## src/common/pmem_cfg_pkg.sv

```systemverilog
package pmem_cfg_pkg;

	// four ingress and four egress interfaces
	localparam int num_iface = 4;
	localparam int iface_w = 2;

	// one beat on the stream
	localparam int data_w = 64;
	// unused bytes in the last beat
	localparam int empty_w = 3;

	// packet store, 256 beats per input
	localparam int addr_w = 8;
	localparam int store_depth = 1 << addr_w;

	// packet tags wrap at 64
	localparam int tag_w = 6;
	localparam int tag_depth = 1 << tag_w;

	// packet length in beats
	localparam int len_w = 6;

	// per-output command queue
	localparam int cmdq_depth = 8;
	localparam int cmdq_ptr_w = $clog2(cmdq_depth);

endpackage

```

## src/common/pmem_cmd_pkg.sv

```systemverilog
package pmem_cmd_pkg;

	// descriptor is {empty, start address, length}
	localparam int desc_len_lsb = 0;
	localparam int desc_addr_lsb = desc_len_lsb + pmem_cfg_pkg::len_w;
	localparam int desc_empty_lsb = desc_addr_lsb + pmem_cfg_pkg::addr_w;
	localparam int desc_w = desc_empty_lsb + pmem_cfg_pkg::empty_w;

	// command is {input index, descriptor}
	localparam int cmd_in_lsb = desc_w;
	localparam int cmd_w = cmd_in_lsb + pmem_cfg_pkg::iface_w;

	// match result, top down: output, input, tag
	localparam int match_tag_lsb = 0;
	localparam int match_in_lsb = match_tag_lsb + pmem_cfg_pkg::tag_w;
	localparam int match_out_lsb = match_in_lsb + pmem_cfg_pkg::iface_w;
	localparam int match_w = match_out_lsb + pmem_cfg_pkg::iface_w;

	// egress reader states
	typedef enum logic [1:0] {
		idle,
		load,
		stream
	} egress_state_t;

endpackage

```

## src/source/ingress_tagger.sv

```systemverilog
`timescale 1ns/10ps

module ingress_tagger (
	input  logic clock,
	input  logic reset,
	input  logic in_valid,
	input  logic in_ready,
	input  logic in_sop,
	input  logic in_eop,
	input  logic [pmem_cfg_pkg::empty_w-1:0] in_empty,
	output logic [pmem_cfg_pkg::tag_w-1:0] tag,
	output logic wr_en,
	output logic [pmem_cfg_pkg::addr_w-1:0] wr_addr,
	output logic desc_wr,
	output logic [pmem_cmd_pkg::desc_w-1:0] desc_data
);

	logic accept;
	// first address of the open packet
	logic [pmem_cfg_pkg::addr_w-1:0] start_q;
	logic [pmem_cfg_pkg::addr_w-1:0] start_cur;
	// beats taken so far in the open packet
	logic [pmem_cfg_pkg::len_w-1:0] len_q;
	logic [pmem_cfg_pkg::len_w-1:0] len_cur;
	// a sop has been seen without its eop
	logic in_packet;

	assign accept = in_valid && in_ready;

	// store write in the cycle of the beat
	assign wr_en = accept;

	// a single beat packet starts at the current address
	assign start_cur = in_sop ? wr_addr : start_q;
	// length including this beat
	assign len_cur = (in_sop ? '0 : len_q) + 1'b1;

	// descriptor goes to the table on eop, at the current tag
	assign desc_wr = accept && in_eop;
	assign desc_data = {in_empty, start_cur, len_cur};

	always_ff @(posedge clock) begin
		if (reset) begin
			wr_addr <= '0;
			start_q <= '0;
			len_q <= '0;
			tag <= '0;
			in_packet <= 1'b0;
		end else if (accept) begin
			// address wraps at the store size
			wr_addr <= wr_addr + 1'b1;
			len_q <= in_eop ? '0 : len_cur;
			if (in_sop) begin
				start_q <= wr_addr;
			end
			// next packet gets the next tag
			if (in_eop) begin
				tag <= tag + 1'b1;
			end
			in_packet <= !in_eop;
		end
	end

	// eop without a sop before it would write a bogus descriptor
	a_eop_in_packet: assert property (@(posedge clock) disable iff (reset)
		(accept && in_eop && !in_sop) |-> in_packet);

endmodule

```

## config.mk

```make
export PLATFORM = sky130hd
export DESIGN_NAME = ingress_tagger
export DESIGN_NICKNAME = d
export VERILOG_FILES = /design/src/common/pmem_cfg_pkg.sv /design/src/common/pmem_cmd_pkg.sv /design/src/source/ingress_tagger.sv
export SDC_FILE = /design/constraint.sdc
export NUM_CORES = 1
export LEC_CHECK = 0
export ABC_CLOCK_PERIOD_IN_PS = 3200
export BUFFER_PORTS_ARGS = -buffer_cell sky130_fd_sc_hd__buf_2
export CORE_ASPECT_RATIO = 0.7
export CORE_MARGIN = 2
export CORE_UTILIZATION = 53
export DETAILED_ROUTE_END_ITERATION = 6
export GPL_ROUTABILITY_DRIVEN = 0
export PLACE_DENSITY_LB_ADDON = 0.15
export SLEW_MARGIN = 5
export SYNTH_ARGS = -nofsm -noshare
export SYNTH_HDL_FRONTEND = slang
export SYNTH_SLANG_ARGS = --single-unit
```

## constraint.sdc

```tcl
create_clock -name clock -period 3.2 [get_ports clock]
set_input_delay 0.16 -clock clock [delete_from_list [all_inputs] [get_ports clock]]
set_output_delay 0.16 -clock clock [all_outputs]
set_load 0.1 [all_outputs]
```

==> reports/metrics.yaml, run 1 <==
status: "completed"
overflow: 0
synth_ff_type: "dfxtp_1"
finalSetupViolCount: 0
cellPowerDensity_mw_per_mm2: 429.5
grt_max_degree: 29
total_switching_power_w: 0.0002072
pwr-share-clk_pct: 25.8
route.detailed.drc: 0
clock_path_buffers: 2
skew_ps: 3.564
ir_drop_uv: 360.9
ys_types: 29
netlist_instances: 157
crit_slowest_cell: "buf_2"
core_region_area_mm2: 0.002421
critPathKind: "flip-flop to output port"
end_kind: "output port"
fmax_ghz: 0.4676
cp.buffers_inverters: 1
ctsRootBufferMaster: "clkbuf_4"
io_pins: 42
p_int_w: 0.0004538
finalNetCount: 199
cts_sinks: 28
cts_tree: "done"
cp_max_fo: 4
die_w_um: 63.93
first_pass_iters: 4
mostFrequentLayoutCell: "nor2_1"
grt_usage_pct: 19.22
crit_chain: "nor2b_1, ha_1, nand3_1, xor2_1, nor2_1, buf_2"
cp.arrival_ps: 1980
yosysSeqAreaShare_pct: 42.07
port_buffers: 35
die-area_mm2: 0.002938
multiInputGateArea_um2: 709.4
start_util_pct: 55.04
post-dp-hpwl_mm: 1.921
wirelength_mm: 2.684
ant_nets: 0
min_period_over_period_pct: 66.83
clk_pin_slew_ps: 140
worstPathRequired_ps: 3040
post-route-util_pct: 63.57
via_per_inst: 5.145
vias: 1132
setup_ws_ps: 1061
grt_pass1_vias: 987
switching_share_pct: 31.35
leakage_nw: 0.7035
maxCapViolations: 0
detailedPlace.worstSlack_ps: 1410
wl_per_cell_um: 12.20
cts_setup_buffers: 0
cts_buffers: 3
synth.avg_cell_area_um2: 8.487
path_delay_family: "simple AND/OR/NAND/NOR gates"
worst_pin_slew_ps: 508.1
synthesis.area_mm2: 0.001333
startpoint_type: "flip-flop"
tns_ps: 0
grt_pass1_wl_mm: 4.333
antenna_found_initial: 0
max_slew_margin_pct: 65.92
cts_resized: 0
placed_cells: 216
antenna_cells: 0
combPwrFrac_pct: 19.0
ys_ff_latch: 28
hold_buffers: 0
rows: 15
final_cell_mix: "36 x nor2_1, 35 x buf_2, 28 x dfxtp_1"
pwr-share-seq_pct: 55.2
fillers: 218
hold_viol_final: 0
post_route_cells_drive_above_1_share_pct: 27.42
fin_cells: 220
power_w: 0.0006610
synth-warning-count: 0
slowest_delay_ps: 420
min_period_ps: 2139
insertion_delay_ps: 330
drt_iter0_drc: 70
grt_setup_unrepaired: "no"
synth-edff-count: 0
seq_area_um2: 560.5
syn_nets: 169
synthArstFlopShare_pct: 0
die_h_um: 45.95
area_growth_pct: 15.49
drv_slew: 0
hold_class: "input pin to flip-flop"
htree_levels: 1
-- cells by family after synthesis --
family	share of synthesized area [%]
muxes	7.512
adders and majority gates	2.817
buffers and inverters	4.694
DFF	42.07
AOI/OAI and AO/OA	3.851
and+or+nand+nor	28.54
xor gates and xnor gates	10.52
-- worst register-to-register path: cells and delay by family (launching register included) --
kind | cells | cell delay [ps]
AND/OR/NAND/NOR | 3 | 420
adder cells (fa/ha/maj) | 1 | 220
AO/OA/AOI/OAI | 2 | 330
flip-flops | 1 | 390
-- synth_stat cells, types with 2 or more instances --
cell / number / area (µm²)
nand4_1: 7 / 43.79
buf_2: 2 / 10.01
a21oi_1: 6 / 30.03
xnor2_1: 4 / 35.03
nor2b_1: 3 / 18.77
dfxtp_1: 28 / 560.5
mux2_2: 8 / 90.09
or4_1: 2 / 15.01
nand2_1: 9 / 33.78
buf_4: 3 / 22.52
nand3_1: 3 / 15.01
nor3_1: 9 / 45.04
clkbuf_1: 6 / 22.52
xor2_1: 12 / 105.1
ha_1: 3 / 37.54
and3_1: 4 / 25.02
nor2_1: 36 / 135.1
-- through the flow --
stage / hold slack [ps] / area, µm²
after floorplan: 346.4 / 1333
after global placement: 321.2 / 1503
after detailed placement: 321.2 / 1503
after CTS: 170.6 / 1539
after global routing: 179.6 / 1539
final: 192.9 / 1539
-- layout make-up --
| type | instances | share of cell area (%) |
|---|---|---|
| repair buffers | 36 | 11.87 |
| multi-input cells | 116 | 46.10 |
| well taps | 34 | 2.764 |
| clock buffers | 4 | 2.358 |
| flip-flops and latches | 28 | 36.42 |
| inverters | 2 | 0.4878 |
-- routing by layer --
layer	vias to the layer above	track usage, %	share of wire, %
met4	0	3.913	0
li1	581	-	-
met5	-	0	0
met3	0	5.446	4.9
met1	526	24.85	51
met2	25	32.71	44
-- power groups by stage --
stage               Sequential (W)  Combinational (W)  Clock (W)
floorplan                 0.000389           0.000106          0
global placement          0.000372           0.000124          0
detailed placement        0.000372           0.000125          0
CTS                       0.000365           0.000126   0.000181
global route              0.000366           0.000133   0.000190
finish                    0.000365           0.000125   0.000171
-- sequential cells by signal, summed over array words and instances (netlist names) --
name	cells
len_q	6
tag	6
start_q	8
wr_addr	8
-- final timing paths --
kind	from	endpoint	slack, ps	cells after the start
max reg2reg	len_q[0]$_SDFFE_PP0N_	len_q[4]$_SDFFE_PP0N_	1740	6
min reg2reg	len_q[1]$_SDFFE_PP0N_	len_q[1]$_SDFFE_PP0N_	500	2
max	len_q[0]$_SDFFE_PP0N_	desc_data[4]	1060	6
min	in_eop	len_q[1]$_SDFFE_PP0N_	190	3
(Power assumes the default switching activity.)
==> run 2: changes to the inputs <==
--- a/config.mk
+++ b/config.mk
@@ -5,11 +5,12 @@
 export SDC_FILE = /design/constraint.sdc
 export NUM_CORES = 1
 export LEC_CHECK = 0
-export ABC_CLOCK_PERIOD_IN_PS = 3200
+export ABC_AREA = 1
+export ABC_CLOCK_PERIOD_IN_PS = 1800
 export BUFFER_PORTS_ARGS = -buffer_cell sky130_fd_sc_hd__buf_2
 export CORE_ASPECT_RATIO = 0.7
 export CORE_MARGIN = 2
-export CORE_UTILIZATION = 53
+export CORE_UTILIZATION = 46
 export DETAILED_ROUTE_END_ITERATION = 6
 export GPL_ROUTABILITY_DRIVEN = 0
 export PLACE_DENSITY_LB_ADDON = 0.15
==> constraint.sdc (replaced) <==
create_clock -name clock -period 1.8 [get_ports clock]
set_input_delay 0.09 -clock clock [delete_from_list [all_inputs] [get_ports clock]]
set_output_delay 0.09 -clock clock [all_outputs]
set_load 0.1 [all_outputs]
==> run 2 against run 1 <==
Via count increased by 15%. Register-to-register slack got worse by 1200 ps. First-iteration DRC count decreased by 20%. Routed wire length increased by 9.6%. Highest routed layer is now met4. Largest cell class unchanged. Clock skew increased by 6.7 ps. Worst hold slack got worse by 56 ps. Critical endpoint unchanged. Area after synthesis increased by 7.4%. Synthesized cell count increased by 28%.
==> reports/metrics.yaml, run 2 <==
status: "completed"
slowest_delay_ps: 360  # -60 ps
post-route-util_pct: 61.76  # -1.8 points
io_pins: 42  # unchanged
reg2reg_to: "len_q[4]$_SDFFE_PP0N_"
timing.rr.start: "len_q[1]$_SDFFE_PP0N_"
die-area_mm2: 0.003581  # +22%
antenna_found_initial: 0  # unchanged
hold_viol_final: 0  # unchanged
cts_resized: 0  # unchanged
via_per_inst: 4.862  # -5.5%
route.detailed.drc: 0  # unchanged
first_pass_iters: 4  # unchanged
finalNetCount: 245  # +23%
synth.area.top_cells: "dfxtp_1 39%, nand2_1 10%, a21oi_1 7.0%"
grt_pass1_wl_mm: 5.237  # +21%
cts_sinks: 28  # unchanged
synth-edff-count: 0  # unchanged
min_period_ps: 1678
end_kind: "output port"
syn_nets: 213  # +26%
wl_per_cell_um: 10.98  # -10%
antenna_cells: 0  # unchanged
synth_commonest_cells: "40 x nand2_1, 28 x dfxtp_1, 25 x inv_1"
vias: 1303  # +15%
leakage_nw: 0.8654  # +23%
cts_tree: "done"
mostFrequentLayoutCell: "nand2_1"
grt_pass1_vias: 1181  # +20%
worstPathRequired_ps: 1710  # -1330 ps
min_period_over_period_pct: 93.22
crit_slowest_cell: "dfxtp_1"
synthesis.area_mm2: 0.001431  # +7.4%
crit_chain: "inv_1, nor2_2, ha_4, nand2_1, o22ai_2, and2_2, buf_12"
synthArstFlopShare_pct: 0  # unchanged
worst_pin_slew_ps: 492.0  # -16.15 ps
cts_buffers: 3  # unchanged
area_growth_pct: 24.39
min_path_cells: 4  # +1
hold_class: "input pin to flip-flop"
skew_ps: 10.31  # +6.748 ps
hp-start: "in_eop"
cp.arrival_ps: 1590  # -390 ps
cp.buffers_inverters: 2  # +1
hold_buffers: 0  # unchanged
hold_end: "len_q[0]$_SDFFE_PP0N_"
ctsRootBufferMaster: "clkbuf_8"
wirelength_mm: 2.943  # +9.6%
ant_nets: 0  # unchanged
ir_drop_uv: 717.2  # +99%
die_w_um: 70.67  # +11%
cp_max_fo: 3  # -1
rows: 16  # +1
cts_setup_buffers: 0  # unchanged
yosysSeqAreaShare_pct: 39.16  # -2.9 points
synth_ff_type: "dfxtp_1"
drv_slew: 0  # unchanged
finalSetupViolCount: 0  # unchanged
critPathKind: "flip-flop to output port"
maxCapViolations: 0  # unchanged
fmax_ghz: 0.5960
grt_usage_pct: 18.37  # -0.85 points
path_delay_family: "simple AND/OR/NAND/NOR gates"
overflow: 0  # unchanged
tns_ps: 0  # unchanged
ys_types: 28  # -3.4%
yosysTopAreaCellShare_pct: 39.16  # -2.9 points
final_cell_mix: "39 x nand2_1, 32 x buf_2, 25 x inv_1"
startpoint_type: "flip-flop"
core_region_area_mm2: 0.002883  # +19%
synth.avg_cell_area_um2: 7.121  # -16%
grt_max_degree: 20  # -31%
htree_levels: 1  # unchanged
clock_path_buffers: 2  # unchanged
reg.largest.list: "start_q: 8 flops, wr_addr: 8 flops"
post_route_cells_drive_above_1_share_pct: 31.90  # +4.5 points
start_util_pct: 49.65  # -5.4 points
post-dp-hpwl_mm: 2.175  # +13%
r2r_cells: 7  # +1
drt_iter0_drc: 56  # -20%
power_w: 0.001435  # +120%
grt_setup_unrepaired: "no"
cellPowerDensity_mw_per_mm2: 805.8  # +88%
die_h_um: 50.67  # +10%
synth-warning-count: 0  # unchanged
netlist_instances: 201  # +28%
clk_pin_slew_ps: 90  # -50 ps
insertion_delay_ps: 280  # -50 ps
max_slew_margin_pct: 67.43  # +1.5 points
reg2reg_slack_ps: 570  # -1170 ps
crit_start: "len_q[1]$_SDFFE_PP0N_"
port_buffers: 35  # unchanged
synth_area_leader_cell: "dfxtp_1"
ys_ff_latch: 28  # unchanged
synth.most_common_cell: "nand2_1"
==> run 2: kinds of logic (layout without fill, tap and decap cells) <==
kind of cell             Yosys count  in the layout  synth area share [%]
AND/OR/NAND/NOR                   84             84                 29.46
buffers and inverters             40             71                 12.06
AO/OA/AOI/OAI                     44             44                 15.47
adder cells (fa/ha/maj)            3              3                 2.623
XOR/XNOR                           2              2                 1.224
flip-flops                        28             28                 39.16
==> run 2: worst max-delay path by stage <==
stage | endpoint | slack [ps] | cells past startpoint
after floorplan | len_q[2]$_SDFFE_PP0N_ | 7 | 8
after global placement | desc_data[4] | 380 | 9
after detailed placement | desc_data[4] | 320 | 9
after CTS | desc_data[4] | 20 | 7
after global routing | desc_data[4] | 7 | 7
final | desc_data[4] | 120 | 7
==> run 2: per-layer routing <==
| metal | track usage, % | up-vias | routed length (µm) |
|---|---|---|---|
| li1 | - | 697 | - |
| met1 | 25.77 | 579 | 1599 |
| met2 | 29.09 | 23 | 1188 |
| met3 | 4.819 | 4 | 147 |
| met4 | 2.830 | 0 | 8 |
| met5 | 0 | - | 0 |
==> run 2: per-stage QoR <==
stage / setup WS (ps) / std cells / hold slack [ps] / area (µm²)
after floorplan: 7.004 / 201 / 167.4 / 1471
after global placement: 376.3 / 264 / 181.2 / 1689
after detailed placement: 320.5 / 264 / 181.2 / 1689
after CTS: 18.14 / 268 / 143.4 / 1760
after global routing: 6.883 / 268 / 155.9 / 1780
final: 122.1 / 268 / 137.0 / 1780
==> run 2: worst min-delay path, stage by stage <==
cell	delay [ps]
buf_2	120
nor2_4	60
nand2_1	50
a21oi_1	50
==> run 2: area by class of cell <==
| type | instances | area, µm² |
|---|---|---|
| Sequential cell | 28 | 571.8 |
| Clock inverter | 1 | 30.03 |
| Inverter | 31 | 117.6 |
| Tap cell | 36 | 45.04 |
| Fill cell | 269 | 1102 |
| Timing Repair Buffer | 36 | 227.7 |
| Multi-Input combinational cell | 133 | 747.0 |
| Clock buffer | 3 | 41.29 |
==> run 2: power by group <==
part           internal (W)  switching [W]  leakage (nW)
sequential         0.000638      0.0000127         0.232
clock              0.000298       0.000197        0.0357
combinational     0.0000488       0.000240         0.598
==> run 3: changes to the inputs <==
--- a/config.mk
+++ b/config.mk
@@ -9,11 +9,11 @@
 export ABC_CLOCK_PERIOD_IN_PS = 1800
 export BUFFER_PORTS_ARGS = -buffer_cell sky130_fd_sc_hd__buf_2
 export CORE_ASPECT_RATIO = 0.7
-export CORE_MARGIN = 2
+export CORE_MARGIN = 1.5
 export CORE_UTILIZATION = 46
 export DETAILED_ROUTE_END_ITERATION = 6
 export GPL_ROUTABILITY_DRIVEN = 0
-export PLACE_DENSITY_LB_ADDON = 0.15
+export PLACE_DENSITY_LB_ADDON = 0.1
 export SLEW_MARGIN = 5
 export SYNTH_ARGS = -nofsm -noshare
 export SYNTH_HDL_FRONTEND = slang
==> run 3 against run 2 <==
Sequential share of layout area is 0.69 points higher. Sequential power about the same. Power shrank 7.4%. Via count up 1.7%. Routed wire length increased by 4.7%. Combinational power decreased by 2%. Core utilization fell by 1.4 points. Critical path type unchanged.
==> reports/metrics.yaml, run 3 (synthesis results as in run 2) <==
max_slew_margin_pct: 67.44  # about the same
crit_slowest_cell: "dfxtp_1"
mostFrequentLayoutCell: "nand2_1"
slowest_delay_ps: 380  # +20 ps
seq_area_um2: 570.5  # -0.22%
clock_path_buffers: 2  # unchanged
vias: 1325  # +1.7%
area_growth_pct: 21.50
pwr-share-clk_pct: 29.5  # -5.0 points
first_pass_iters: 4  # unchanged
via_per_inst: 4.926  # +1.3%
wl_per_cell_um: 11.45  # +4.3%
leakage_nw: 0.8595  # -0.69%
setup_ws_ps: 138.8  # +16.65 ps
core_region_area_mm2: 0.002883  # unchanged
detailedPlace.worstSlack_ps: 275.0  # -45.47 ps
htree_levels: 1  # unchanged
grt_pass1_wl_mm: 5.382  # +2.8%
post-route-util_pct: 60.33  # -1.4 points
overflow: 0  # unchanged
finalSetupViolCount: 0  # unchanged
post_route_cells_drive_above_1_share_pct: 30.90  # -1.0 points
antenna_cells: 0  # unchanged
wirelength_mm: 3.080  # +4.7%
insertion_delay_ps: 280  # about the same
antenna_found_initial: 0  # unchanged
cts_sinks: 28  # unchanged
cellPowerDensity_mw_per_mm2: 763.6  # -5.2%
critPathKind: "flip-flop to output port"
total_switching_power_w: 0.0004492  # about the same
rows: 16  # unchanged
min_period_over_period_pct: 92.29  # -0.92 points
final_cell_mix: "39 x nand2_1, 32 x buf_2, 25 x inv_1"
cts_tree: "done"
status: "completed"
clk_pin_slew_ps: 90  # about the same
cts_buffers: 3  # unchanged
p_int_w: 0.0008788  # -11%
io_pins: 42  # unchanged
port_buffers: 35  # unchanged
route.detailed.drc: 0  # unchanged
multiInputGateArea_um2: 728.2  # -2.5%
hold_viol_final: 0  # unchanged
skew_ps: 5.852  # -4.461 ps
die-area_mm2: 0.003461  # -3.4%
post-dp-hpwl_mm: 2.281  # +4.8%
hold_buffers: 0  # unchanged
worst_pin_slew_ps: 491.8  # -0.2142 ps
die_h_um: 49.67  # -2.0%
cp.arrival_ps: 1570  # -20 ps
ir_drop_uv: 366.8  # -49%
reg2reg_slack_ps: 470  # -100 ps
fillers: 286  # +6.3%
hold_class: "input pin to flip-flop"
end_kind: "output port"
die_w_um: 69.67  # -1.4%
drv_slew: 0  # unchanged
worstPathRequired_ps: 1710  # about the same
grt_max_degree: 20  # unchanged
fin_cells: 269  # +0.37%
ant_nets: 0  # unchanged
fmax_ghz: 0.6020  # +1.0%
grt_setup_unrepaired: "no"
crit_chain: "inv_1, nor2_1, ha_2, nand2_1, o22ai_1, and2_2, buf_12"
startpoint_type: "flip-flop"
start_util_pct: 49.65  # unchanged
pwr-share-seq_pct: 49.1  # +3.7 points
drt_iter0_drc: 58  # +3.6%
maxCapViolations: 0  # unchanged
grt_usage_pct: 19.20  # +0.83 points
combPwrFrac_pct: 21.4  # +1.3 points
finalNetCount: 246  # +0.41%
switching_share_pct: 33.82  # +2.5 points
ctsRootBufferMaster: "clkbuf_8"
cp_max_fo: 3  # unchanged
min_period_ps: 1661  # -16.65 ps
placed_cells: 263  # -0.38%
tns_ps: 0  # unchanged
grt_pass1_vias: 1199  # +1.5%
reg.largest.list: "start_q: 8 flops, wr_addr: 8 flops"
-- run 3: layout make-up --
| class | instances | area share [%] |
|---|---|---|
| Clock buffer | 4 | 3.165 |
| Inverter | 31 | 6.763 |
| Multi-Input combinational cell | 133 | 41.87 |
| Timing Repair Buffer | 37 | 12.81 |
| Tap cell | 36 | 2.590 |
| Sequential cell | 28 | 32.81 |
-- run 3: worst max-delay path: cells and delay by family, from the launching register on --
kind | cells | cell delay [ps]
adder cells (fa/ha/maj) | 1 | 190
buffers and inverters | 2 | 220
AND/OR/NAND/NOR | 3 | 350
flip-flops | 1 | 380
AO/OA/AOI/OAI | 1 | 160
-- run 3: metrics by stage --
| stage | total power (W) | hold slack, ps | cell area (µm²) |
|---|---|---|---|
| final | 0.001328 | 137.6 | 1739 |
| after global routing | 0.001391 | 133.0 | 1739 |
| after CTS | 0.001340 | 131.3 | 1722 |
| after detailed placement | 0.0009490 | 181.2 | 1667 |
| after global placement | 0.0009457 | 181.2 | 1667 |
| after floorplan | 0.0009387 | 167.4 | 1471 |
-- run 3: final timing paths --
kind / start / endpoint / cells past startpoint
worst max-delay path: len_q[1]$_SDFFE_PP0N_ / desc_data[4] / 7
worst min-delay path: in_eop / len_q[1]$_SDFFE_PP0N_ / 4
worst max register to register: len_q[0]$_SDFFE_PP0N_ / len_q[2]$_SDFFE_PP0N_ / 8
worst min register to register: len_q[5]$_SDFFE_PP0N_ / len_q[5]$_SDFFE_PP0N_ / 2
-- run 3: power groups by stage --
stage / registers [W] / logic (W) / clock network [W]
after global placement: 0.000665 / 0.000281 / 0
after detailed placement: 0.000666 / 0.000283 / 0
after floorplan: 0.000705 / 0.000234 / 0
after CTS: 0.000651 / 0.000284 / 0.000405
final: 0.000652 / 0.000284 / 0.000392
after global routing: 0.000655 / 0.000301 / 0.000435
-- run 3: routing by layer --
layer | up-vias | track usage [%] | routed length (µm)
met2 | 31 | 30.93 | 1366
met5 | - | 0 | 0
met3 | 6 | 4.499 | 155
met4 | 0 | 7.372 | 39
met1 | 590 | 25.22 | 1519
li1 | 698 | - | -
-- run 3: timing repair --
| item | CTS | global route |
|---|---|---|
| endpoints found under the setup margin | 0 | 2 |
| resized for setup | 0 | 1 |
| endpoints found under the hold margin | 0 | 0 |
| setup buffers | 0 | 2 |
